`src/huff_pkg.sv`:
```
`default_nettype none

package huff_pkg;

  // Alphabet and table sizes
  localparam int SYM_W    = 7;              // Symbols are 7 bits wide
  localparam int ALPHABET = 128;            // One histogram entry per symbol
  localparam int IDX_W    = 7;              // Sum node index width
  localparam int MAX_SUM  = 128;            // Sum node slots in the finder
  localparam int SCAN_W   = IDX_W + 1;      // Top bit picks leaf half or sum half
  localparam int FREQ_W   = 24;             // Frequency width, counters saturate

  // Output credits
  localparam int NODE_CREDITS = 2;
  localparam int CREDIT_W     = $clog2(NODE_CREDITS + 1);

  // Node reference, 9 bits
  localparam int REF_W = 9;

  // Node word is {index, left, right, freq}
  localparam int NW_FREQ_LSB  = 0;
  localparam int NW_RIGHT_LSB = NW_FREQ_LSB + FREQ_W;
  localparam int NW_LEFT_LSB  = NW_RIGHT_LSB + REF_W;
  localparam int NW_INDEX_LSB = NW_LEFT_LSB + REF_W;
  localparam int NODE_W       = NW_INDEX_LSB + IDX_W;   // 49 bits

  // Controller phases
  localparam logic [1:0] ST_IDLE  = 2'd0;
  localparam logic [1:0] ST_COUNT = 2'd1;
  localparam logic [1:0] ST_SCAN  = 2'd2;   // Scan or merge in flight
  localparam logic [1:0] ST_DONE  = 2'd3;

  // Bit 8 tells which view applies
  typedef union packed {
    struct packed {
      logic       is_sum;                   // Clear for a leaf
      logic [7:0] sym;                      // Symbol in the low bits
    } leaf;
    struct packed {
      logic       is_sum;                   // Set for a sum node
      logic       is_null;                  // Set together with is_sum for no node
      logic [6:0] index;                    // Sum slot number
    } sum;
  } node_ref_t;

  // No node at all
  localparam node_ref_t NULL_REF = 9'b1_1000_0000;

endpackage

`default_nettype wire

```
`src/huff_ctrl.sv`:
```
`timescale 1ns/1ns
`default_nettype none

module huff_ctrl (
  input  wire logic clk,
  input  wire logic rst_n,
  input  wire logic sym_valid,
  input  wire logic sym_last,
  input  wire logic merge_done,
  input  wire logic build_end,
  output logic      clear,
  output logic      scan_start,
  output logic      tree_done
);
  import huff_pkg::*;

  logic [1:0] state;
  logic       kick;                           // Delays first scan past the last count

  // New run begins on any symbol seen while idle or done
  assign clear     = sym_valid && ((state == ST_IDLE) || (state == ST_DONE));
  assign tree_done = (state == ST_DONE);

  always_ff @(posedge clk, posedge rst_n) begin
    if (rst_n) begin
      state      <= ST_IDLE;
      kick       <= 1'b0;
      scan_start <= 1'b0;
    end else begin
      kick       <= 1'b0;
      scan_start <= kick || ((state == ST_SCAN) && merge_done);   // Chain the next scan
      case (state)
        ST_IDLE, ST_DONE: if (sym_valid) begin
          state <= sym_last ? ST_SCAN : ST_COUNT;                  // One-symbol stream too
          kick  <= sym_last;
        end
        ST_COUNT: if (sym_valid && sym_last) begin
          state <= ST_SCAN;
          kick  <= 1'b1;
        end
        default: if (build_end) state <= ST_DONE;                  // Symbols ignored here
      endcase
    end
  end

endmodule

`default_nettype wire

```
`config.mk`:
```
export PLATFORM = sky130hd
export DESIGN_NAME = huff_ctrl
export DESIGN_NICKNAME = d
export VERILOG_FILES = /design/src/huff_pkg.sv /design/src/huff_ctrl.sv
export SDC_FILE = /design/constraint.sdc
export NUM_CORES = 1
export LEC_CHECK = 0
export BUFFER_PORTS_ARGS = -buffer_cell sky130_fd_sc_hd__buf_2
export CORE_AREA = 3 3 40 42
export CTS_BUF_LIST = sky130_fd_sc_hd__clkbuf_4 sky130_fd_sc_hd__clkbuf_8 sky130_fd_sc_hd__clkbuf_16
export DETAILED_ROUTE_END_ITERATION = 16
export DIE_AREA = 0 0 43 45
export GPL_TIMING_DRIVEN = 0
export PLACE_DENSITY = 0.38
export SETUP_SLACK_MARGIN = 0.3
export SKIP_LAST_GASP = 1
export SLEW_MARGIN = 20
export SYNTH_ARGS = -nofsm -noshare
export SYNTH_HDL_FRONTEND = slang
export SYNTH_SLANG_ARGS = --single-unit
export TNS_END_PERCENT = 1
```
`constraint.sdc`:
```
create_clock -name clk -period 1.8 [get_ports clk]
set_input_delay 0.09 -clock clk [delete_from_list [all_inputs] [get_ports clk]]
set_output_delay 0.09 -clock clk [all_outputs]
set_load 0.01 [all_outputs]
```
Word-level counts from Yosys, hierarchy flattened. Cells that the tools add are included.

Bits in registers: 4. Bits of input ports: 6. Output and inout port bits: 3.

Equal/unequal tests: 5. Mux-type cells: 8. Reductions and logical operators: 9.

Operator list (number): 2-bit 2-to-1 mux (4); 2-bit equality test, second input constant (2); 2-bit inequality test, second input constant (2); 2-bit one-hot mux with 2 select lines (1); 1-bit logical AND (3); 3-bit AND reduction (1); 3-bit nonzero test (1); 2-bit by 1-bit equality test with 1-bit output, second input constant (1); 2-bit zero test (1); 1-bit logical OR (2); 1-bit 2-to-1 mux (2); 1-bit one-hot mux with 2 select lines (1); 2-bit OR reduction (1).

Logic depth before layout (Yosys ltp).
Depth after elaboration: 4. Gate-level depth with buffers: 5. Depth with buffers taken out: 5.

Worst setup path after synthesis. OpenSTA, ideal clock, no wires.

Path type: reg2reg. From: reg state[0]. To: reg state[0]. Setup time: 79 ps. Arrival time: 1450 ps. Data required time: 1721 ps. Setup slack: 270 ps. Cell stages (with the launch flop): 6. Path buffers: 0. Clock period less this slack: 1530 ps. Path through: dfrtp_1 -> inv_1 -> ha_1 -> mux2_4 -> a22oi_4 -> mux2i_1.

Longest elaborated chain between the ends: 4. Elaborated cells on any way between the ends: 9. Those cells by class: eq/ne (4); mux (1); reduce/logical (4).

RTL lines: start: declaration (RTL line huff_ctrl.sv:17) `logic [1:0] state;`; start signal: assignment (RTL line huff_ctrl.sv:34) `state <= sym_last ? ST_SCAN : ST_COUNT;`; 2-bit equality test / 2-bit zero test (equally long branches) (RTL line huff_ctrl.sv:32) `case (state)`; 2-bit OR reduction (RTL line huff_ctrl.sv:32); 2-bit inequality test (no line) / 3-bit nonzero test (equally long branches); 3-bit AND reduction (no line).

Several ways; a longest one is shown, not always the timed one. A chain may end at the register's enable or synchronous reset.

Worst setup path in the final report.
From: reg state[0]. To: reg state[1].

Same word-level chain as after synthesis.

==> metrics.md <==
| Metric | Value |
|---|---|
| Hold_ws | `0.05681 ns` |
| Ant. Diodes | `0` |
| Fin. max-slew vios | `0` |
| Post-synth ARST share | `100.0%` |
| CTS tree | `done` |
| Ys flop type | `dfrtp_1` |
| Inserted Clock Buffers | `3` |
| Die Y | `45 um` |
| Hold depth | `2` |
| Flops & latches, synth | `4` |
| Crit path kind | `register to register` |
| Synth warn | `0` |
| Top post-synthesis cells by area | `dfrtp_1 37%, ha_1 19%, a22oi_4 7.9%` |
| Starting Density | `20.84%` |
| Nets | `50` |
| Initial detailed-routing violation count | `0` |
| Post-Syn Nets | `33` |
| Max rail drop VDD | `between 600 and 700 uV` |
| IO Port Bufs | `8` |
| RD Place Congestion | `0.7124` |
| Max cap viols | `0` |
| RSZ-0062 raised after global routing | `yes` |
| CTS clock-pin slew for the worst setup and hold paths | `0.04 ns` |
| Design Power | `0.8125 mW` |
| Antenna Nets Post-Route | `0` |
| Worst skew pair latency | `0.24 ns` |
| Status | `complete, no violations` |
| GRT Total Usage | `6.177%` |
| Count of cell types in the netlist | `13` |
| Final hold violations | `0` |
| Row cnt | `13` |
| Die area | `approximately 1900 um2` |
| WP data arrival | `1.70 ns` |
| Deepest clock path buffer count | `2` |
| Worst Path Required | `1.95 ns` |
| Setup TNS Final | `0 ns` |
| Slew margin rel. | `84.05%` |
| WL per Instance | `10.30 um` |
| Final setup viols | `0` |
| First-pass iteration count of the detailed router | `1` |
| Max Fclk | `~0.64 GHz` |
| First-pass GRT wire length | `between 800 and 900 um` |
| Post-synth EDFFs | `0` |
| Core area | `1285 um2` |
| Seq/Total Area, Yosys | `37.38%` |
| R2R depth | `5` |
| Vias per cell | `4.075` |
| CP startpoint | `state[0]` |
| Vias in the first global route | `222` |
| FF-to-FF Start | `state[0]` |
| Worst-path fanout max | `5` |
| Endpoint class of the critical path | `register` |
| R2R Setup Slk | `~0.25 ns` |
| Worst-Margin Slew | `0.2378 ns` |
| Largest net degree at the start of global routing | `7` |
| Post-synthesis cell count | `23` |
| Die Wd | `43 um` |
| H-tree levels | `1` |
| Final critical-path required period | `1.551 ns` |
| Clock Sinks | `4` |
| Synthesis-to-layout area growth | `52.80%` |
| Final wirelength | `between 500 and 600 um` |
| Boundary Pins | `9` |
| R2R Path End | `state[1]` |
| Mapped Area | `around 270 um2` |
| PwrDens | `1986 nW/um2` |
| DR DRC count | `0` |
| Cell taking the most area after synthesis | `dfrtp_1` |
| Skew final | `0.002859 ns` |
| Clk root buf | `clkbuf_4` |
| Initial antenna violation count | `0` |
| Hold Path Class | `input port to register` |
| Critical Path End | `state[1]` |
| Top post-synthesis cells by count | `4 x dfrtp_1, 4 x ha_1, 3 x inv_1, 2 x mux2i_1, 2 x nor2_1` |
| Vias | `~220` |
| Crit share post-route | `86.17%` |
| Synth top area share | `37.38%` |
| Crit start category | `register` |
| Syn avg cell area | `11.64 um2` |
| Leak pwr | `around 0.22 nW` |
| Layout cells sized above 1 | `63.16%` |
| GR Overflow Total | `0` |
-- kinds of logic (layout without fill, tap and decap cells) --
kind of cell | count (synthesis) | in the layout | synth area share, %
adders and majority gates | 4 | 4 | 18.69
AOI/OAI and AO/OA | 3 | 3 | 13.55
muxes | 4 | 4 | 17.29
and+or+nand+nor | 5 | 5 | 8.877
DFF | 4 | 4 | 37.38
buffers and inverters | 3 | 18 | 4.205
-- power by group --
group          switching (mW)  internal [mW]
sequential             0.0412          0.136
clock                  0.0379         0.0747
combinational           0.223          0.299
-- layer usage --
| layer | share of wire [%] | global-route usage [%] | up-vias |
|---|---|---|---|
| met2 | 53 | 8.683 | 7 |
| li1 | - | - | 109 |
| met3 | 4.9 | 1.594 | 0 |
| met1 | 41 | 7.039 | 100 |
| met5 | 0 | 0 | - |
| met4 | 0 | 7.229 | 0 |
-- registers in the layout, summed over array words and instances, names as in the netlist --
| register | count |
|---|---|
| scan_start | 1 |
| kick | 1 |
| state | 2 |
-- placed cells by master (no fill, tap or decap), drive strengths merged --
cell type,instances
mux2i,2
mux2,2
nand2,1
dlygate4sd3,1
nor3,1
a22oi,1
a21o,1
clkbuf,3
and2,1
nor2,2
a211oi,1
inv,3
buf,11
dfrtp,4
ha,4
-- worst max-delay path, stage by stage, from the launching register on --
cell	delay, ns
dfrtp_2	0.44
inv_2	0.09
ha_4	0.21
mux2_4	0.28
a22oi_4	0.22
mux2i_1	0.22
-- stage by stage --
stage | setup WS (ns) | utilization (%) | cells | area, um2
after CTS | 0.3023 | 30.28 | 52 | 389.1
after detailed placement | 0.2514 | 26.39 | 46 | 339.1
after global placement | 0.2408 | 26.39 | 46 | 339.1
final | 0.2490 | 31.84 | 53 | 409.1
after global routing | 0.2089 | 31.84 | 53 | 409.1
after floorplan | 0.3356 | - | 23 | 280.3
-- final cells by class --
cell class | instances | area (um2)
Clock buffer | 3 | 22.52
Fill cell | 142 | 875.8
Inverter | 3 | 11.26
Multi-Input combinational cell | 16 | 181.4
Sequential cell | 4 | 102.6
Tap cell | 15 | 18.77
Timing Repair Buffer | 12 | 72.57
-- worst min-delay path by stage --
stage	from	to	slack, ns
floorplan	rst_n	kick	-0.14
global placement	rst_n	scan_start	-0.03
detailed placement	rst_n	scan_start	-0.02
CTS	merge_done	scan_start	0.05
global route	merge_done	scan_start	0.06
finish	merge_done	scan_start	0.06
-- timing repair --
action	in CTS	in global routing
hold buffers	1	0
setup buffers	2	1
setup endpoints to repair	2	2
pin swaps	1	2
hold endpoints to repair	4	0
gates cloned	0	0
resized for setup	3	3
Note: power is estimated with default switching activity, not from simulation.
