==> src/huff_pkg.sv <==
`default_nettype none

package huff_pkg;

  // Alphabet and table sizes
  localparam int SYM_W    = 7;              // Symbols are 7 bits wide
  localparam int ALPHABET = 128;            // One histogram entry per symbol
  localparam int IDX_W    = 7;              // Sum node index width
  localparam int MAX_SUM  = 128;            // Sum node slots in the finder
  localparam int SCAN_W   = IDX_W + 1;      // Top bit picks leaf half or sum half
  localparam int FREQ_W   = 24;             // Frequency width, counters saturate

  // Output credits
  localparam int NODE_CREDITS = 2;
  localparam int CREDIT_W     = $clog2(NODE_CREDITS + 1);

  // Node reference, 9 bits
  localparam int REF_W = 9;

  // Node word is {index, left, right, freq}
  localparam int NW_FREQ_LSB  = 0;
  localparam int NW_RIGHT_LSB = NW_FREQ_LSB + FREQ_W;
  localparam int NW_LEFT_LSB  = NW_RIGHT_LSB + REF_W;
  localparam int NW_INDEX_LSB = NW_LEFT_LSB + REF_W;
  localparam int NODE_W       = NW_INDEX_LSB + IDX_W;   // 49 bits

  // Controller phases
  localparam logic [1:0] ST_IDLE  = 2'd0;
  localparam logic [1:0] ST_COUNT = 2'd1;
  localparam logic [1:0] ST_SCAN  = 2'd2;   // Scan or merge in flight
  localparam logic [1:0] ST_DONE  = 2'd3;

  // Bit 8 tells which view applies
  typedef union packed {
    struct packed {
      logic       is_sum;                   // Clear for a leaf
      logic [7:0] sym;                      // Symbol in the low bits
    } leaf;
    struct packed {
      logic       is_sum;                   // Set for a sum node
      logic       is_null;                  // Set together with is_sum for no node
      logic [6:0] index;                    // Sum slot number
    } sum;
  } node_ref_t;

  // No node at all
  localparam node_ref_t NULL_REF = 9'b1_1000_0000;

endpackage

`default_nettype wire

==> src/least_finder.sv <==
`timescale 1ns/1ns
`default_nettype none

module least_finder (
  input  wire logic                        clk,
  input  wire logic                        rst_n,
  input  wire logic                        scan_start,
  output logic [huff_pkg::SYM_W-1:0]       rd_sym,
  input  wire logic [huff_pkg::FREQ_W-1:0] rd_freq,
  input  wire logic                        merge_done,
  input  wire logic [huff_pkg::IDX_W-1:0]  new_index,
  input  wire logic [huff_pkg::FREQ_W-1:0] new_freq,
  output logic                             pair_valid,
  output huff_pkg::node_ref_t              least1,
  output huff_pkg::node_ref_t              least2,
  output logic [huff_pkg::FREQ_W-1:0]      pair_sum
);
  import huff_pkg::*;

  logic              busy;
  logic [SCAN_W-1:0] ptr;                          // Leaves first, then sum slots
  logic [ALPHABET-1:0] leaf_closed;
  logic [MAX_SUM-1:0]  sum_open;                   // Written and not yet merged
  logic [FREQ_W-1:0] sum_freq [MAX_SUM];
  logic [FREQ_W-1:0] f1, f2;                       // Frequencies of the best two
  node_ref_t         cand;
  logic [FREQ_W-1:0] cand_f;
  logic              cand_ok;
  logic              beats1, beats2;
  logic              tree_end;

  assign rd_sym = ptr[SYM_W-1:0];

  // Decode the entry under the pointer
  always_comb begin
    cand = NULL_REF;
    if (!ptr[IDX_W]) begin
      cand.leaf.is_sum = 1'b0;
      cand.leaf.sym    = (REF_W-1)'(ptr[SYM_W-1:0]);
      cand_f  = rd_freq;
      cand_ok = (rd_freq != '0) && !leaf_closed[ptr[SYM_W-1:0]];   // Absent or merged
    end else begin
      cand.sum.is_sum  = 1'b1;
      cand.sum.is_null = 1'b0;
      cand.sum.index   = ptr[IDX_W-1:0];
      cand_f  = sum_freq[ptr[IDX_W-1:0]];
      cand_ok = sum_open[ptr[IDX_W-1:0]];
    end
  end

  // Strictly lower only, so scan order settles ties
  assign beats1 = (least1 == NULL_REF) || (cand_f < f1);
  assign beats2 = (least2 == NULL_REF) || (cand_f < f2);

  assign pair_sum = f1 + f2;                       // Missing side counts as zero
  // Lone sum node or nothing left means the tree is finished
  assign tree_end = (least2 == NULL_REF) && least1.sum.is_sum;

  always_ff @(posedge clk, posedge rst_n) begin
    if (rst_n) begin
      busy        <= 1'b0;
      ptr         <= '0;
      pair_valid  <= 1'b0;
      least1      <= NULL_REF;
      least2      <= NULL_REF;
      f1          <= '0;
      f2          <= '0;
      leaf_closed <= '0;
      sum_open    <= '0;
    end else begin
      pair_valid <= 1'b0;
      if (scan_start) begin
        busy   <= 1'b1;
        ptr    <= '0;
        least1 <= NULL_REF;
        least2 <= NULL_REF;
        f1     <= '0;
        f2     <= '0;
      end else if (busy) begin
        if (cand_ok && beats1) begin
          least2 <= least1;                        // Old best slides down
          f2     <= f1;
          least1 <= cand;
          f1     <= cand_f;
        end else if (cand_ok && beats2) begin
          least2 <= cand;
          f2     <= cand_f;
        end
        ptr <= ptr + 1'b1;
        if (ptr == '1) begin
          busy       <= 1'b0;
          pair_valid <= 1'b1;
        end
      end
      // Retire the merged pair and open the new node
      if (merge_done) begin
        sum_open[new_index] <= 1'b1;
        if (!least1.leaf.is_sum) leaf_closed[least1.leaf.sym[SYM_W-1:0]] <= 1'b1;
        else if (!least1.sum.is_null) sum_open[least1.sum.index] <= 1'b0;
        if (!least2.leaf.is_sum) leaf_closed[least2.leaf.sym[SYM_W-1:0]] <= 1'b1;
        else if (!least2.sum.is_null) sum_open[least2.sum.index] <= 1'b0;
      end
      if (pair_valid && tree_end) begin
        leaf_closed <= '0;                         // Fresh tables for the next run
        sum_open    <= '0;
      end
    end
  end

  // Sum frequency table
  always_ff @(posedge clk) begin
    if (merge_done) sum_freq[new_index] <= new_freq;
  end

  // A real node is never paired with itself
  a_pair_distinct: assert property (@(posedge clk) disable iff (rst_n)
    (pair_valid && least1 != NULL_REF) |-> (least1 != least2));

endmodule

`default_nettype wire

==> config.mk <==
export PLATFORM = sky130hd
export DESIGN_NAME = least_finder
export DESIGN_NICKNAME = d
export VERILOG_FILES = /design/src/huff_pkg.sv /design/src/least_finder.sv
export SDC_FILE = /design/constraint.sdc
export NUM_CORES = 2
export LEC_CHECK = 0
export BUFFER_PORTS_ARGS = -buffer_cell sky130_fd_sc_hd__buf_2
export CORE_UTILIZATION = 40
export DETAILED_ROUTE_END_ITERATION = 8
export HOLD_SLACK_MARGIN = 0.12
export PLACE_DENSITY = 0.66
export SLEW_MARGIN = 20
export SYNTH_ARGS = -nofsm -noshare
export SYNTH_HDL_FRONTEND = slang
export SYNTH_SLANG_ARGS = --single-unit
==> constraint.sdc <==
create_clock -name clk -period 9.1 [get_ports clk]
set_input_delay 0.455 -clock clk [delete_from_list [all_inputs] [get_ports clk]]
set_output_delay 0.455 -clock clk [all_outputs]
set_load 0.03 [all_outputs]
# After elaboration in Yosys (flattened, before gate mapping)
# Memory sizes are Yosys's and may differ from the RTL's.
# Index checks and enable logic that the tools add are counted.
[op_classes]
addsub = 2
mul = 0
n_div = 0
magnitude_cmp = 9
n_eq_ne = 3
shifts = 0
muxes = 49
bitwise_logic = 7
reduce_logical = 18
[ops]
columns = ["cell", "count"]
rows = [
  ["128-bit two-way mux", 12],
  ["128-bit OR", 3],
  ["128-bit AND", 2],
  ["128-bit NOT", 2],
  ["24-bit two-way mux", 8],
  ["9-bit two-way mux", 8],
  ["24-bit less-than comparator", 2],
  ["7-bit by 8-bit less-than comparator with 1-bit output, second input constant", 4],
  ["24-bit adder", 1],
  ["24-bit nonzero test", 1],
  ["1-bit demux with 7-bit select", 3],
  ["7-bit by 1-bit >= comparator with 1-bit output, second input constant", 3],
  ["9-bit == test, second input constant", 2],
  ["8-bit two-way mux", 2],
  ["1-bit binary-select mux with 7-bit select", 2],
  ["1-bit two-way mux", 14],
  ["8-bit by 1-bit adder with 8-bit output, second input constant", 1],
  ["8-bit == test, second input constant", 1],
  ["1-bit logical AND", 8],
  ["2-bit nonzero test", 3],
  ["2-bit AND reduction", 2],
  ["3-bit nonzero test", 1],
  ["1-bit logical OR", 2],
  ["1-bit zero test", 1],
]
[totals]
ff_bits = 332
latchBits = 0
ram_bits = 3072
rom_bits = 0
in_bits = 59
output_inout_bits = 50
word_cells = 98
mem_count = 1
[memory_table]
columns = ["name", "depth", "word_bits", "rd", "rd_ports_with_merged_regs", "wr", "line_no", "source"]
rows = [
  ["sum_freq", 128, 24, 1, 0, 1, "least_finder.sv:24", "logic [FREQ_W-1:0] sum_freq [MAX_SUM];"],
]

# Longest topological paths before layout
[depth]
ltp_word = 14
ltp_mapped = 26
mapped_depth_nobuf = 16

# Worst setup path after synthesis
# No wires, ideal clock.
[synth_timing]
path_kind = "register to register"
startpoint = "register ptr[0]"
endpoint = "register f2[23]"
setup_ns = 0.068
t_arrival_ns = 5.521
t_required_ns = 9.032
setup_slack_ns = 3.511
stages_incl_launch_ff = 23
path_cell_list = "dfrtp_1 buf_6 buf_6 buf_6 buf_6 buf_6 buf_6 buf_2 buf_2 mux4_2 a221oi_1 o22ai_1 nor3_1 o221ai_1 ha_1 nand4_1 nor4_1 o21ai_0 and4_1 a32o_1 or2_2 nor4_2 a221o_1"
[synth_via]
elab_chain_len = 9
elab_cells_between_ends = 21
classes_between = "2 x order compare; 10 x mux; 8 x reduce/logical; 1 x memory"
[synth_lines]
columns = ["element", "line_no", "source"]
rows = [
  ["start, declared", "least_finder.sv:21", "logic [SCAN_W-1:0] ptr;"],
  ["start signal, assigned", "least_finder.sv:89", "ptr <= ptr + 1'b1;"],
  ["branches (longest 9 deep; another with memory 128 x 24 bit)", "--", ""],
  ["end signal, assigned", "least_finder.sv:87", "f2 <= cand_f;"],
  ["end, declared", "least_finder.sv:25", "logic [FREQ_W-1:0] f1, f2;"],
]
# Several ways; the timed one is not identified. The select of a mux whose other input is x is not followed.
# A chain may end at the register's enable or synchronous reset.

# Worst setup path in the final report
[layout_timing]
startpoint = "register ptr[0]"
endpoint = "register least2[0] (netlist name)"
[layout_via]
elab_chain_len = 9
elab_cells_between_ends = 22
classes_between = "2 x order compare; 11 x mux; 8 x reduce/logical; 1 x memory"
[layout_lines]
columns = ["element", "line_no", "source"]
rows = [
  ["branches (longest 9 deep; another with memory 128 x 24 bit)", "--", ""],
  ["end signal, assigned", "least_finder.sv:81", "least2 <= least1;"],
  ["end signal, assigned", "least_finder.sv:86", "least2 <= cand;"],
  ["end, declared", "least_finder.sv:15", "output huff_pkg::node_ref_t least2,"],
]
# Several ways; the timed one is not identified. The select of a mux whose other input is x is not followed.

==> run_results.csv <==
group,metric,value,unit
detailed_routing,vias_per_cell,6.21,
global_routing,grt_usage,22.1,%
critical_path,critPathLaunchType,"flop",
logic_synthesis,syn_area_per_cell,19.4,um^2
final_layout,postLayoutCoreUtil,45.8,%
clock_tree,post_cts_buffers,0,
detailed_routing,wl_met3,38100,um
clock_tree,cts_max_path_buffers,4,
placed_design,gp_congestion,0.917,
sta,fmax,0.128,GHz
detailed_routing,top_layer_used,"met5",
logic_synthesis,synth_area,0.136,mm^2
power_and_ir_drop,p_leak,49.2,nW
detailed_routing,detail-route-antenna-nets,0,
logic_synthesis,yosys.area.top_type,"edfxtp_1",
logic_synthesis,synthCells,7018,
clock_tree,cts-root-buf,"clkbuf_16",
status,status,"finished clean",
critical_path,cp_max_fo,36,
final_layout,final_layout_size_suffix_gt1_share,25.4,%
clock_tree,htree_levels,5,
flow_run,maxCapViolCount,0,
floorplanning,die_area,0.342,mm^2
critical_path,required,9.89,ns
detailed_routing,num_vias,75100,
critical_path,critPathCaptureType,"flop",
placed_design,hpwl,221000,um
floorplanning,ios,109,
logic_synthesis,ys_ff_latch,3404,
final_layout,finalNonFillerCells,12100,
detailed_routing,drt_iter0_markers,10700,
global_routing,grt_max_degree,233,
clock_tree,clkTransAtPathRegs,0.06,ns
sta,post-route-min-period,7.84,ns
detailed_routing,drt_pre_antenna_iters,8,
critical_path,critPathArrivalTime,8.63,ns
logic_synthesis,syn-num-nets,7148,
detailed_routing,wl_met2,179000,um
final_layout,syn2layout_area_growth,13.6,%
global_routing,overflow,0,
floorplanning,core_area,0.337,mm^2
floorplanning,fp.dieH,585,um
power_and_ir_drop,p_total,34.6,mW
logic_synthesis,yosys-top-cells-area,"edfxtp_1, mux4_2, dfrtp_1",
sta,drv_slew,0,
hold_path,hold_class,"input pin to flop",
floorplanning,num_rows,213,
critical_path,regToRegSetupSlack,1.26,ns
placed_design,numPortBuffers,108,
global_routing,grt_antenna_before_repair,20,
logic_synthesis,synth_edf_count,3072,
sta,finClkSkew,0.0587,ns
logic_synthesis,synth.most_common_cell,"edfxtp_1",
detailed_routing,drt-total-wl,383000,um
clock_tree,cts_buffers,353,
global_routing,grt_pass1_wl,545000,um
clock_tree,cts_sinks,3404,
logic_synthesis,async_flop_share,9.75,%
sta,slew_headroom,14.4,%
power_and_ir_drop,powerDensity,224,mW/mm^2
final_layout,multiInputGateArea,0.0334,mm^2
sta,rsz0062_at_grt,"false",
floorplanning,die_w,585,um
clock_tree,clk_latency,0.91,ns
logic_synthesis,ys.flop_type,"edfxtp_1",
final_layout,fillers,28000,
floorplanning,floorplan.initialDensity,40.3,%
sta,hold_viol_final,0,
logic_synthesis,synth.distinct_cells,71,
sta,period_share,86.1,%
logic_synthesis,yosysTopAreaCellShare,67.8,%
detailed_routing,wl_per_cell,31.7,um
placed_design,placed_area,0.143,mm^2
logic_synthesis,synthTopCellsByCount,"edfxtp_1, mux4_2, a21oi_1",
sta,fin_setup_tns,0,ns
sta,setup_viol,0,
detailed_routing,drc,0,
detailed_routing,met1_length,147000,um
critical_path,critPathKind,"flop to flop",
sta,tightest_slew,1.28,ns
clock_tree,cts_tree,"done",
power_and_ir_drop,ir_drop,0.000154,V
final_layout,stdcell_area,0.154,mm^2
logic_synthesis,yosysWarnings,0,
global_routing,grt_pass1_vias,74900,
final_layout,nets,7423,
logic_synthesis,synth_seq_area_share,74.0,%
placed_design,placedCellCount,11400,
final_layout,final-seq-area,0.101,mm^2
[through the flow]
step	worst slack [ns]	hold slack (ns)
2_1_floorplan	3.51	0.457
3_3_place_gp	1.17	0.470
3_5_place_dp	1.48	0.483
4_1_cts	1.42	0.123
5_1_grt	1.07	0.144
6_report	1.26	0.132
[sequential cells by signal, summed over array words and instances (netlist names)]
name and flops:
f1 24, least2 9, f2 24, busy 1, leaf_closed 128, sum_open 128
ptr 8, pair_valid 1, least1 9, sum_freq 3072
[worst paths after layout]
kind                            cells after the start               to       startpoint
max in group asynchronous                           5           ptr[0]            rst_n
min in group asynchronous                           3        least1[6]            rst_n
worst min register to register                      2  leaf_closed[40]  leaf_closed[40]
worst max register to register                     17        least2[0]           ptr[0]
worst max-delay path                               17        least2[0]           ptr[0]
worst min-delay path                                1  sum_freq[32][6]      new_freq[6]
[power breakdown]
group          internal, mW  total [mW]  leakage (nW)  switching (mW)
Combinational          1.09        2.97          11.6            1.87
Clock                  8.17        14.2          5.51            6.02
Sequential             17.2        17.4          32.1           0.170
[worst max-delay path: stages (launching register included)]
cell      delay (ns)
dfrtp_4         0.83
buf_12          0.37
buf_4           0.28
mux4_2          0.52
a22o_1          0.25
a221oi_1        0.41
o22ai_1         0.30
nor3_1          1.09
o221ai_1        0.51
ha_1            0.42
nand4_1         0.13
nor4_1          0.41
o21ai_0         0.18
and4_1          0.24
a32o_1          0.26
or2_2           0.42
nor4_2          0.82
a221o_1         0.28
[timing repair]
item,CTS,global route
hold endpoints to repair,255,0
hold buffers,14,0
gates resized for setup,0,0
[per-layer routing]
layer,global-route usage (%),up-vias
met4,9.41,10
li1,-,30000
met5,0,-
met2,34.6,4608
met3,4.07,788
met1,30.3,39800
[placed cells by master (no fill, tap or decap), types with 69 or more instances in the layout]
| cell | instances |
|---|---|
| edfxtp_1 | 3072 |
| mux4_2 | 841 |
| a21oi_1 | 376 |
| clkbuf_16 | 356 |
| dfrtp_1 | 323 |
| o22ai_1 | 302 |
| buf_4 | 296 |
| nor2_1 | 220 |
| a22oi_1 | 188 |
| a211oi_1 | 137 |
| nor2_2 | 132 |
| nand2_1 | 106 |
| a22o_1 | 92 |
| a221oi_1 | 92 |
| buf_2 | 83 |
| nor3_1 | 80 |
| clkinv_1 | 78 |
| ha_1 | 70 |
| clkbuf_1 | 69 |
[layout make-up]
| type | count | share of cell area [%] |
|---|---|---|
| antenna | 6 | 0.00972 |
| timing repair buffer | 418 | 2.09 |
| inverter | 65 | 0.160 |
| clock inverter | 204 | 1.27 |
| sequential | 3404 | 65.1 |
| tap | 4515 | 3.66 |
| multi-input combinational | 3051 | 21.7 |
| clock buffer | 435 | 6.03 |
[cells by family (layout without fill, tap and decap cells)]
family | count (synthesis) | count (layout) | synth area share [%]
XOR/XNOR | 26 | 26 | 0.167
multiplexers | 901 | 901 | 14.4
AND/OR/NAND/NOR | 713 | 713 | 2.33
other | 0 | 6 | 0
buffers and inverters | 563 | 1122 | 1.81
flip-flops | 3404 | 3404 | 74.0
adder cells (fa/ha/maj) | 71 | 71 | 0.659
AO/OA/AOI/OAI | 1340 | 1340 | 6.70
No activity file was read; power rests on OpenSTA's default activity.
