--- src/huff_pkg.sv ---
`default_nettype none

package huff_pkg;

  // Alphabet and table sizes
  localparam int SYM_W    = 7;              // Symbols are 7 bits wide
  localparam int ALPHABET = 128;            // One histogram entry per symbol
  localparam int IDX_W    = 7;              // Sum node index width
  localparam int MAX_SUM  = 128;            // Sum node slots in the finder
  localparam int SCAN_W   = IDX_W + 1;      // Top bit picks leaf half or sum half
  localparam int FREQ_W   = 24;             // Frequency width, counters saturate

  // Output credits
  localparam int NODE_CREDITS = 2;
  localparam int CREDIT_W     = $clog2(NODE_CREDITS + 1);

  // Node reference, 9 bits
  localparam int REF_W = 9;

  // Node word is {index, left, right, freq}
  localparam int NW_FREQ_LSB  = 0;
  localparam int NW_RIGHT_LSB = NW_FREQ_LSB + FREQ_W;
  localparam int NW_LEFT_LSB  = NW_RIGHT_LSB + REF_W;
  localparam int NW_INDEX_LSB = NW_LEFT_LSB + REF_W;
  localparam int NODE_W       = NW_INDEX_LSB + IDX_W;   // 49 bits

  // Controller phases
  localparam logic [1:0] ST_IDLE  = 2'd0;
  localparam logic [1:0] ST_COUNT = 2'd1;
  localparam logic [1:0] ST_SCAN  = 2'd2;   // Scan or merge in flight
  localparam logic [1:0] ST_DONE  = 2'd3;

  // Bit 8 tells which view applies
  typedef union packed {
    struct packed {
      logic       is_sum;                   // Clear for a leaf
      logic [7:0] sym;                      // Symbol in the low bits
    } leaf;
    struct packed {
      logic       is_sum;                   // Set for a sum node
      logic       is_null;                  // Set together with is_sum for no node
      logic [6:0] index;                    // Sum slot number
    } sum;
  } node_ref_t;

  // No node at all
  localparam node_ref_t NULL_REF = 9'b1_1000_0000;

endpackage

`default_nettype wire

--- src/tree_builder.sv ---
`timescale 1ns/1ns
`default_nettype none

module tree_builder (
  input  wire logic                        clk,
  input  wire logic                        rst_n,
  input  wire logic                        pair_valid,
  input  wire huff_pkg::node_ref_t         least1,
  input  wire huff_pkg::node_ref_t         least2,
  input  wire logic [huff_pkg::FREQ_W-1:0] pair_sum,
  input  wire logic                        credit_return,   // One slot back per pulse
  output logic                             node_valid,
  output logic [huff_pkg::NODE_W-1:0]      node_word,
  output logic                             merge_done,
  output logic [huff_pkg::IDX_W-1:0]       new_index,
  output logic [huff_pkg::FREQ_W-1:0]      new_freq,
  output logic                             build_end
);
  import huff_pkg::*;

  logic                pending;                 // Node formed, waiting for a credit
  logic [CREDIT_W-1:0] credits;
  logic [IDX_W-1:0]    next_index;              // Sum nodes numbered from zero
  logic [NODE_W-1:0]   word_next;
  logic                tree_end;

  // Leaf plus null still makes a root, lone sum node is the root already
  assign tree_end = (least2 == NULL_REF) && least1.sum.is_sum;

  always_comb begin
    word_next = '0;
    word_next[NW_INDEX_LSB +: IDX_W]  = next_index;
    word_next[NW_LEFT_LSB  +: REF_W]  = least1;
    word_next[NW_RIGHT_LSB +: REF_W]  = least2;
    word_next[NW_FREQ_LSB  +: FREQ_W] = pair_sum;
  end

  // Emit only with a credit in hand, otherwise the whole build stalls
  assign node_valid = pending && (credits != '0);
  assign merge_done = node_valid;
  assign new_index  = node_word[NW_INDEX_LSB +: IDX_W];
  assign new_freq   = node_word[NW_FREQ_LSB +: FREQ_W];

  always_ff @(posedge clk, posedge rst_n) begin
    if (rst_n) begin
      pending    <= 1'b0;
      build_end  <= 1'b0;
      credits    <= CREDIT_W'(NODE_CREDITS);
      next_index <= '0;
    end else begin
      build_end <= pair_valid && tree_end;
      credits   <= credits - CREDIT_W'(node_valid) + CREDIT_W'(credit_return);
      if (pair_valid && !tree_end) pending <= 1'b1;
      else if (node_valid) pending <= 1'b0;
      if (node_valid) next_index <= next_index + 1'b1;
      else if (build_end) next_index <= '0;        // Next run restarts at zero
    end
  end

  // Held stable until emitted
  always_ff @(posedge clk) begin
    if (pair_valid && !tree_end) node_word <= word_next;
  end

  // Consumer never returns more than it was given
  a_credit_max: assert property (@(posedge clk) disable iff (rst_n)
    credits <= CREDIT_W'(NODE_CREDITS));

  // Out of credits the formed node waits, no new pair may overwrite it
  a_stall_hold: assert property (@(posedge clk) disable iff (rst_n)
    (pending && (credits == '0)) |=> (pending && $stable(node_word)));

endmodule

`default_nettype wire
--- config.mk ---
export PLATFORM = sky130hd
export DESIGN_NAME = tree_builder
export DESIGN_NICKNAME = d
export VERILOG_FILES = /design/src/huff_pkg.sv /design/src/tree_builder.sv
export SDC_FILE = /design/constraint.sdc
export NUM_CORES = 1
export LEC_CHECK = 0
export BUFFER_PORTS_ARGS = -buffer_cell sky130_fd_sc_hd__buf_2
export CAP_MARGIN = 10
export CORE_MARGIN = 10
export CORE_UTILIZATION = 49
export CTS_BUF_LIST = sky130_fd_sc_hd__clkbuf_8
export DETAILED_ROUTE_END_ITERATION = 8
export PLACE_DENSITY_LB_ADDON = 0.1
export SYNTH_ARGS = -nofsm -noshare
export SYNTH_HDL_FRONTEND = slang
export SYNTH_SLANG_ARGS = --single-unit
--- constraint.sdc ---
create_clock -name clk -period 2.5 [get_ports clk]
set_clock_uncertainty 0.1 [all_clocks]
set_input_delay 0.25 -clock clk [delete_from_list [all_inputs] [get_ports clk]]
set_output_delay 0.25 -clock clk [all_outputs]
set_load 0.005 [all_outputs]
# Word level (Yosys, flattened, before mapping)
# Cells that the tools add are included.
[classes] n_mux=4 n_reduce_logical=8 addsub=3 eq_ne=1
[ops] cell="$mux W7" count=2
[ops] cell="$eq A9 B9 Y1 const B" count=1
[ops] cell="$add A7 B1 Y7 const B" count=1
[ops] cell="$reduce_bool A2 Y1" count=3
[ops] cell="$logic_and A1 B1 Y1" count=4
[ops] cell="$add A2 B1 Y2" count=1
[ops] cell="$mux W1" count=2
[ops] cell="$sub A2 B1 Y2" count=1
[ops] cell="$logic_not A1 Y1" count=1
[word_totals] in_bits=46 wordCells=21 reg_bits=60 output_inout_bits=83

# Logic depth before layout (Yosys ltp)
# Gate-level depths: netlist of the first run.
[logic_depth] depth_word=5 ltp_mapped=7 depth_no_buf=7

# Least setup slack after synthesis of the first run
# Ideal clock, no wire load.
[synth_timing] path_type="input to register" startpoint="input port least2[7] (netlist name)" endpoint="register node_word[0] (netlist name) (enable)" arrival_time_ns=1.692 path_stages=3 setup_ns=0.412 n_path_buf=0 required_time_ns=1.988 path_slack_ns=0.297 cell_sequence="nor4b_1 nand4_1 and2_1"
[synth_via] elab_chain_len=4
[synth_rtl] element="start: declaration" line_no="tree_builder.sv:9" rtl="input wire huff_pkg::node_ref_t least2,"
[synth_rtl] element="$eq A9 B9 Y1" line_no="tree_builder.sv:28" rtl="assign tree_end = (least2 == NULL_REF) && least1.sum.is_sum;"
[synth_rtl] element="$logic_and A1 B1 Y1" line_no="tree_builder.sv:28"
[synth_rtl] element="$logic_not A1 Y1" line_no="tree_builder.sv:62" rtl="if (pair_valid && !tree_end) node_word <= word_next;"
[synth_rtl] element="$logic_and A1 B1 Y1" line_no="tree_builder.sv:62"
[synth_rtl] element="end signal: assignment" line_no="tree_builder.sv:62"
[synth_rtl] element="end: declaration" line_no="tree_builder.sv:13" rtl="output logic [huff_pkg::NODE_W-1:0] node_word,"
# Every way passes these cells.
# A chain may end at the register's enable or synchronous reset.

# Worst setup path in the final report of the first run
[layout_timing] startpoint="register credits[0]" endpoint="register credits[1]"
[layout_via] elab_chain_len=4
[layout_rtl] element="start: declaration" line_no="tree_builder.sv:22" rtl="logic [CREDIT_W-1:0] credits;"
[layout_rtl] element="start signal: assignment" line_no="tree_builder.sv:48" rtl="credits <= CREDIT_W'(NODE_CREDITS);"
[layout_rtl] element="start signal: assignment" line_no="tree_builder.sv:52" rtl="credits <= credits - CREDIT_W'(node_valid) + CREDIT_W'(credit_return);"
[layout_rtl] element="$reduce_bool A2 Y1" line_no="tree_builder.sv:39" rtl="assign node_valid = pending && (credits != '0);"
[layout_rtl] element="$logic_and A1 B1 Y1" line_no="tree_builder.sv:39"
[layout_rtl] element="$sub A2 B1 Y2 *" line_no="tree_builder.sv:52"
[layout_rtl] element="$add A2 B1 Y2 *" line_no="tree_builder.sv:52"
# Every way passes the cells marked *; elsewhere a longest branch is shown, timed or not.

==> impl_metrics.ini, run 1 <==
[timing]
tightest_slew_ns = 0.469
hold_viol = 0
rsz0062_at_grt = no
slew_violations = 0
slew-limit-headroom_pct = 68.7
hold_slack_ns = 0.0172
setup_viol = 0
worst_slack_ns = 0.517
min_period_ns = 1.98
clock.fmax_mhz = 504
finalSetupTns_ns = 0
fin_crit_sh_pct = 79.3

[route]
vias_per_cell = 4.79
drt_iter0_markers = 58
drtAntennaViolNets = 0
via_count = 1628
wl_microns = 6220
wl_per_cell_microns = 18.3
first_pass_iters = 4
drc = 0

[power]
power.ir.vdd_worst_v = 0.000740
pwr-share-comb_pct = 19.7
p_switching_mw = 0.690
p_per_area_nw_per_um2 = 782
p_int_mw = 1.92
p_seq_share_pct = 51.9
swShare_pct = 26.4
p_clk_share_pct = 28.3
p_leak_nw = 1.56

[die]
start_util_pct = 51.7
core_area_sq_um = 4440
dieArea_sq_um = 7830
die_y_microns = 88.5
ioPinCount = 129
die_w_microns = 88.5
rows = 24

[grt]
grt_pass1_wl_microns = 9250
grt_max_degree = 50
grt.overflow.total = 0
grt_pass1_vias = 1714
grt_util_all_layers_pct = 16.0
antenna_found_initial = 0

[logic_synthesis]
synth-seq-area-share_pct = 76.0
syn_area_per_cell_sq_um = 16.8
yosys.area.top_type = edfxtp_1
ys_types = 25
synth_top_area_share_pct = 64.0
synth-seq-cells = 60
netlist_area_sq_um = 2300
synth_area_leaders = edfxtp_1 64%, dfrtp_1 11%, buf_4 11%
synth_cells = 137
ys.warnings.count = 0
synth_nets = 186

[cts]
insertion_delay_ns = 0.32
clock_path_buffers = 2
htree_levels = 3
cts_made_buffers = 9
cts_tree = built
cts-root-buf = clkbuf_8
clk_pin_slew_ns = 0.06
ctsResizeCount = 0
cts_sinks = 60

[setup_path]
crit_cells = 7
reg2reg_slack_ns = 0.52
worstSetupPathType = reg2reg
worstPathCellList = o21ai_2 -> inv_2 -> ha_1 -> inv_1 -> ha_1 -> xnor2_1 -> xnor2_1
r2r_end = credits[1]
cp.required_ns = 2.65
endpoint = credits[1]
worst-path-max-fanout = 11
startpoint = credits[0]
rr_worst_depth = 7
critPathSlowestCell = dfrtp_1
arrival_ns = 2.14
slowest_delay_ns = 0.40
path_buf_inv = 2
start_kind = flip-flop
r2r_start = credits[0]
crit_family = adder cells
end_kind = flip-flop

[finish]
area_growth_pct = 45.3
nets = 332
antenna_cells = 0
stdcell_count = 340
drive_gt1_share_pct = 51.0
utilization_pct = 75.2

[worst_hold_path]
hold_path_class = in2reg

[placement]
gp_congestion = 0.831
pre_cts_ws_ns = 0.523
dp_hpwl_microns = 4250
placed_cells = 285
port_buffers = 128

[job]
drv_cap = 0

[status]
outcome = complete, no violations
metal layers:
metal | share of wire [%] | routed length (microns) | track usage (%)
met3 | 13 | 822 | 8.27
met2 | 50 | 3090 | 27.8
met1 | 34 | 2120 | 14.7
met5 | 0 | 0 | 0
met4 | 2.9 | 183 | 9.40
worst min-delay path by stage:
| stage | from | end | slack, ns | cells past startpoint |
|---|---|---|---|---|
| detailed placement | rst_n | next_index[6] | 0.16 | 2 |
| floorplan | rst_n | build_end | 0.002 | 1 |
| global route | least1[8] | node_word[41] | 0.0008 | 1 |
| global placement | rst_n | next_index[6] | 0.16 | 2 |
| CTS | least2[0] | node_word[24] | 0.001 | 1 |
| finish | least1[8] | node_word[41] | 0.02 | 1 |
power groups by stage:
stage / registers [mW] / logic, mW / clock network, mW
2_1_floorplan: 1.37 / 0.318 / 0
3_3_place_gp: 1.37 / 0.466 / 0
3_5_place_dp: 1.38 / 0.473 / 0
4_1_cts: 1.36 / 0.520 / 0.754
5_1_grt: 1.38 / 0.582 / 0.808
6_report: 1.36 / 0.516 / 0.740
registers in the layout (all words and copies together) (netlist names):
register and cells:
next_index 7, build_end 1, credits 2, node_word 49, pending 1
layout make-up:
type	instances	area [sq um]
Clock buffer	11	151
Multi-Input combinational cell	37	279
Fill cell	298	1100
Timing Repair Buffer	168	1050
Sequential cell	60	1750
Tap cell	52	65.1
Clock inverter	5	20.0
Inverter	7	26.3
placed cells by master, fill, tap and decap left out:
cell	instances
o21ai_0	2
a21o_1	1
buf_2	128
dfstp_2	1
mux2i_1	2
clkbuf_8	11
dlygate4sd3_1	39
ha_1	3
nand3_1	4
or3_1	1
xnor2_1	2
o211a_1	2
nor3_1	1
a22o_1	1
dfrtp_1	10
nor4_1	3
and2_2	1
nor4b_1	1
nor2_1	2
nand4_1	1
mux2_4	2
buf_12	1
clkinv_1	1
o21ai_2	1
edfxtp_1	49
inv_1	9
a311o_1	2
clkinv_2	1
inv_2	1
nand2_1	5
cell usage after synthesis, drive strengths merged:
library cell / instances
a311o: 2
nor4: 3
mux2: 2
dfstp: 1
mux2i: 2
dfrtp: 10
and2: 1
or3: 1
nand4: 1
o21ai: 3
inv: 7
ha: 3
buf: 33
a22o: 1
nor2: 2
xnor2: 2
o211a: 2
nor4b: 1
nand2: 5
nor3: 1
edfxtp: 49
a21o: 1
nand3: 4
cell families (layout without fill, tap and decap cells):
family / count (synthesis) / after routing / synth area share (%)
fa+ha+maj: 3 / 3 / 1.63
flops: 60 / 60 / 76.0
buf+inv: 40 / 191 / 11.9
xor+xnor: 2 / 2 / 0.762
compound gates: 9 / 9 / 3.26
mux: 4 / 4 / 2.18
simple gates: 19 / 19 / 4.24
worst reg2reg max path: stages, from the launching register on:
cell	delay, ns
dfrtp_1	0.40
o21ai_2	0.40
inv_2	0.19
ha_1	0.32
inv_1	0.04
ha_1	0.17
xnor2_1	0.16
xnor2_1	0.14
metrics by stage:
stage | total power [mW] | instance area (sq um)
global route | 2.77 | 3340
global placement | 1.83 | 2780
finish | 2.61 | 3340
detailed placement | 1.85 | 2780
CTS | 2.63 | 3300
floorplan | 1.69 | 2300
what timing repair did:
action	4_1_cts	5_1_grt
setup buffers	0	0
endpoints found under the hold margin	44	4
hold buffers	35	4
Power figures use the tool's default switching activity.
==> run 2, diff against run 1 <==
Settings changed: ABC_AREA from default to 1, CORE_UTILIZATION 49 to 45.
Clock period 2.5 ns to 1.9 ns, I/O delays scaled along.
==> run 2 against run 1 <==
Compared with the run above:
- sequential power increased by 33%
- combinational power increased by 37%
- total power increased by 30%
- clock power increased by 18%
- critical path depth unchanged
- final cell count increased by 14%
- non-clock buffer count increased by 5
- critical endpoint is now node_word[22]
- largest cell class unchanged
==> impl_metrics.ini, run 2 <==
[route]
wl_per_cell_microns = 15.5
drt_iter0_markers = 42
via_count = 1693
drc = 0
vias_per_cell = 4.39
drtAntennaViolNets = 0
first_pass_iters = 5
wl_microns = 5980

[logic_synthesis]
ys.warnings.count = 0
yosys.area.top_type = edfxtp_1
synthArstFlopShare_pct = 18.3
synth_nets = 208
yosysMostFrequentCell = edfxtp_1
synthFlopType = edfxtp_1
synth_common_cells = 49 x edfxtp_1, 32 x buf_4, 21 x nand2_1
synth_top_area_share_pct = 63.6
synth-seq-area-share_pct = 75.6
synth_cells = 159
synth-seq-cells = 60
syn_area_per_cell_sq_um = 14.5
synth-edff-count = 49
ys_types = 17
synth_area_leaders = edfxtp_1 64%, dfrtp_1 11%, buf_4 10%
netlist_area_sq_um = 2310

[power]
power.ir.vdd_worst_v = 0.000647
p_per_area_nw_per_um2 = 990
p_leak_nw = 1.58

[cts]
post_cts.repair.setup_buffers = 0
clk_pin_slew_ns = 0.06
htree_levels = 3
cts_sinks = 60
cts-root-buf = clkbuf_8
cts_made_buffers = 9
clock_path_buffers = 2
cts_tree = built
insertion_delay_ns = 0.32

[grt]
grt_pass1_wl_microns = 9340
grt_util_met2_pct = 23.8
grt.overflow.total = 0
grtUsageMet1_pct = 15.1
grt_util_all_layers_pct = 14.3
grt_busiest_layer = met2
grt_pass1_vias = 1789
use_met3_pct = 6.28
grt_max_degree = 42
antenna_found_initial = 0

[die]
rows = 26
dieArea_sq_um = 8410
start_util_pct = 45.9
core_area_sq_um = 5040
die_y_microns = 91.7
die_w_microns = 91.7
ioPinCount = 129

[setup_path]
reg2reg_slack_ns = 0.37
start_kind = input port
worstSetupPathType = in2reg
worst-path-max-fanout = 41
end_kind = flip-flop
arrival_ns = 1.62
cp.required_ns = 1.80

[timing]
tightest_slew_ns = 0.431
finalSetupTns_ns = 0
setup_viol = 0
rsz0062_at_grt = no
clock.fmax_mhz = 584
slew_violations = 0
hold_viol = 0
slew-limit-headroom_pct = 71.3
fin_crit_sh_pct = 90.2
min_period_ns = 1.71

[finish]
stdcell_count = 386
reg_top3 = node_word x49, next_index x7, credits x2
top_register = node_word
nets = 360
area_growth_pct = 47.9
mostFrequentLayoutCell = buf_2
drive_gt1_share_pct = 45.9
largest_reg_flops = 49
mostFrequentLayoutCells = 128 x buf_2, 49 x edfxtp_1, 44 x dlygate4sd3_1
antenna_cells = 0

[placement]
placed_cells = 326
gp_congestion = 0.840
dp_hpwl_microns = 4170
port_buffers = 128

[worst_hold_path]
hold_path_class = in2reg

[status]
outcome = complete, no violations

[job]
drv_cap = 0
-- run 2: cell count changes in the layout (fill, tap and decap cells not counted), moves of 3 or more --
cell,delta
dlygate4sd3_1,+5
inv_1,+6
nand2_1,+16
nand3_1,+4
nor2_1,+4
nor4_1,-3
o21ai_0,+4
-- run 2: metrics by stage --
| stage | power, mW | worst slack (ns) | cell area (sq um) | hold WS (ns) | util [%] |
|---|---|---|---|---|---|
| 2_1_floorplan | 2.23 | 0.290 | 2320 | -0.0583 | - |
| 3_3_place_gp | 2.46 | 0.419 | 2830 | 0.114 | 56.1 |
| 3_5_place_dp | 2.47 | 0.394 | 2830 | 0.109 | 56.1 |
| 4_1_cts | 3.43 | 0.219 | 3420 | 0.0666 | 67.8 |
| 5_1_grt | 3.62 | 0.102 | 3420 | 0.0973 | 67.8 |
| 6_report | 3.38 | 0.186 | 3420 | 0.0943 | 67.8 |
-- run 2: per-layer routing --
layer	up-vias	part of all wire (%)
met5	-	0
met4	0	1.0
met3	6	9.8
met2	89	51
met1	775	38
li1	823	-
-- run 2: critical path, stage by stage --
cell           delay (ns)
dlygate4sd3_1        0.53
buf_2                0.11
nor2_1               0.04
nand3_1              0.10
nor2_1               0.08
nor2_4               0.26
buf_12               0.28
-- run 2: cell families (layout without fill, tap and decap cells) --
group | Yosys count | after routing | share of synthesized area (%)
AO/OA/AOI/OAI | 7 | 7 | 1.68
flip-flops | 60 | 60 | 75.6
XOR/XNOR | 2 | 2 | 0.758
buffers and inverters | 45 | 202 | 12.5
AND/OR/NAND/NOR | 42 | 42 | 7.85
adder cells (fa/ha/maj) | 3 | 3 | 1.62
-- run 2: final timing paths --
path / from / to / cells past startpoint
setup / recovery: least2[5] / node_word[22] / 7
setup reg to reg: credits[1] / credits[0] / 5
hold reg to reg: next_index[6] / node_word[48] / 0
hold / removal: pair_valid / build_end / 3
max in group asynchronous: rst_n / credits[1] / 3
min in group asynchronous: rst_n / build_end / 3
-- run 2: report_power, final --
part	internal (mW)	switching, mW	total, mW
Combinational	0.356	0.349	0.705
Clock	0.442	0.431	0.873
Sequential	1.65	0.152	1.81
Total	2.45	0.933	3.38
-- run 2: final cells by class --
type,instances,area [sq um]
well taps,70,87.6
flip-flops and latches,60,1750
fillers,377,1620
repair buffers,173,1100
clock buffers,9,124
inverters,13,48.8
clock inverters,7,27.5
multi-input cells,54,283
-- run 2: timing repair --
action,in CTS,in global routing
hold endpoints to repair,53,0
gates resized for setup,0,0
hold buffers,44,0
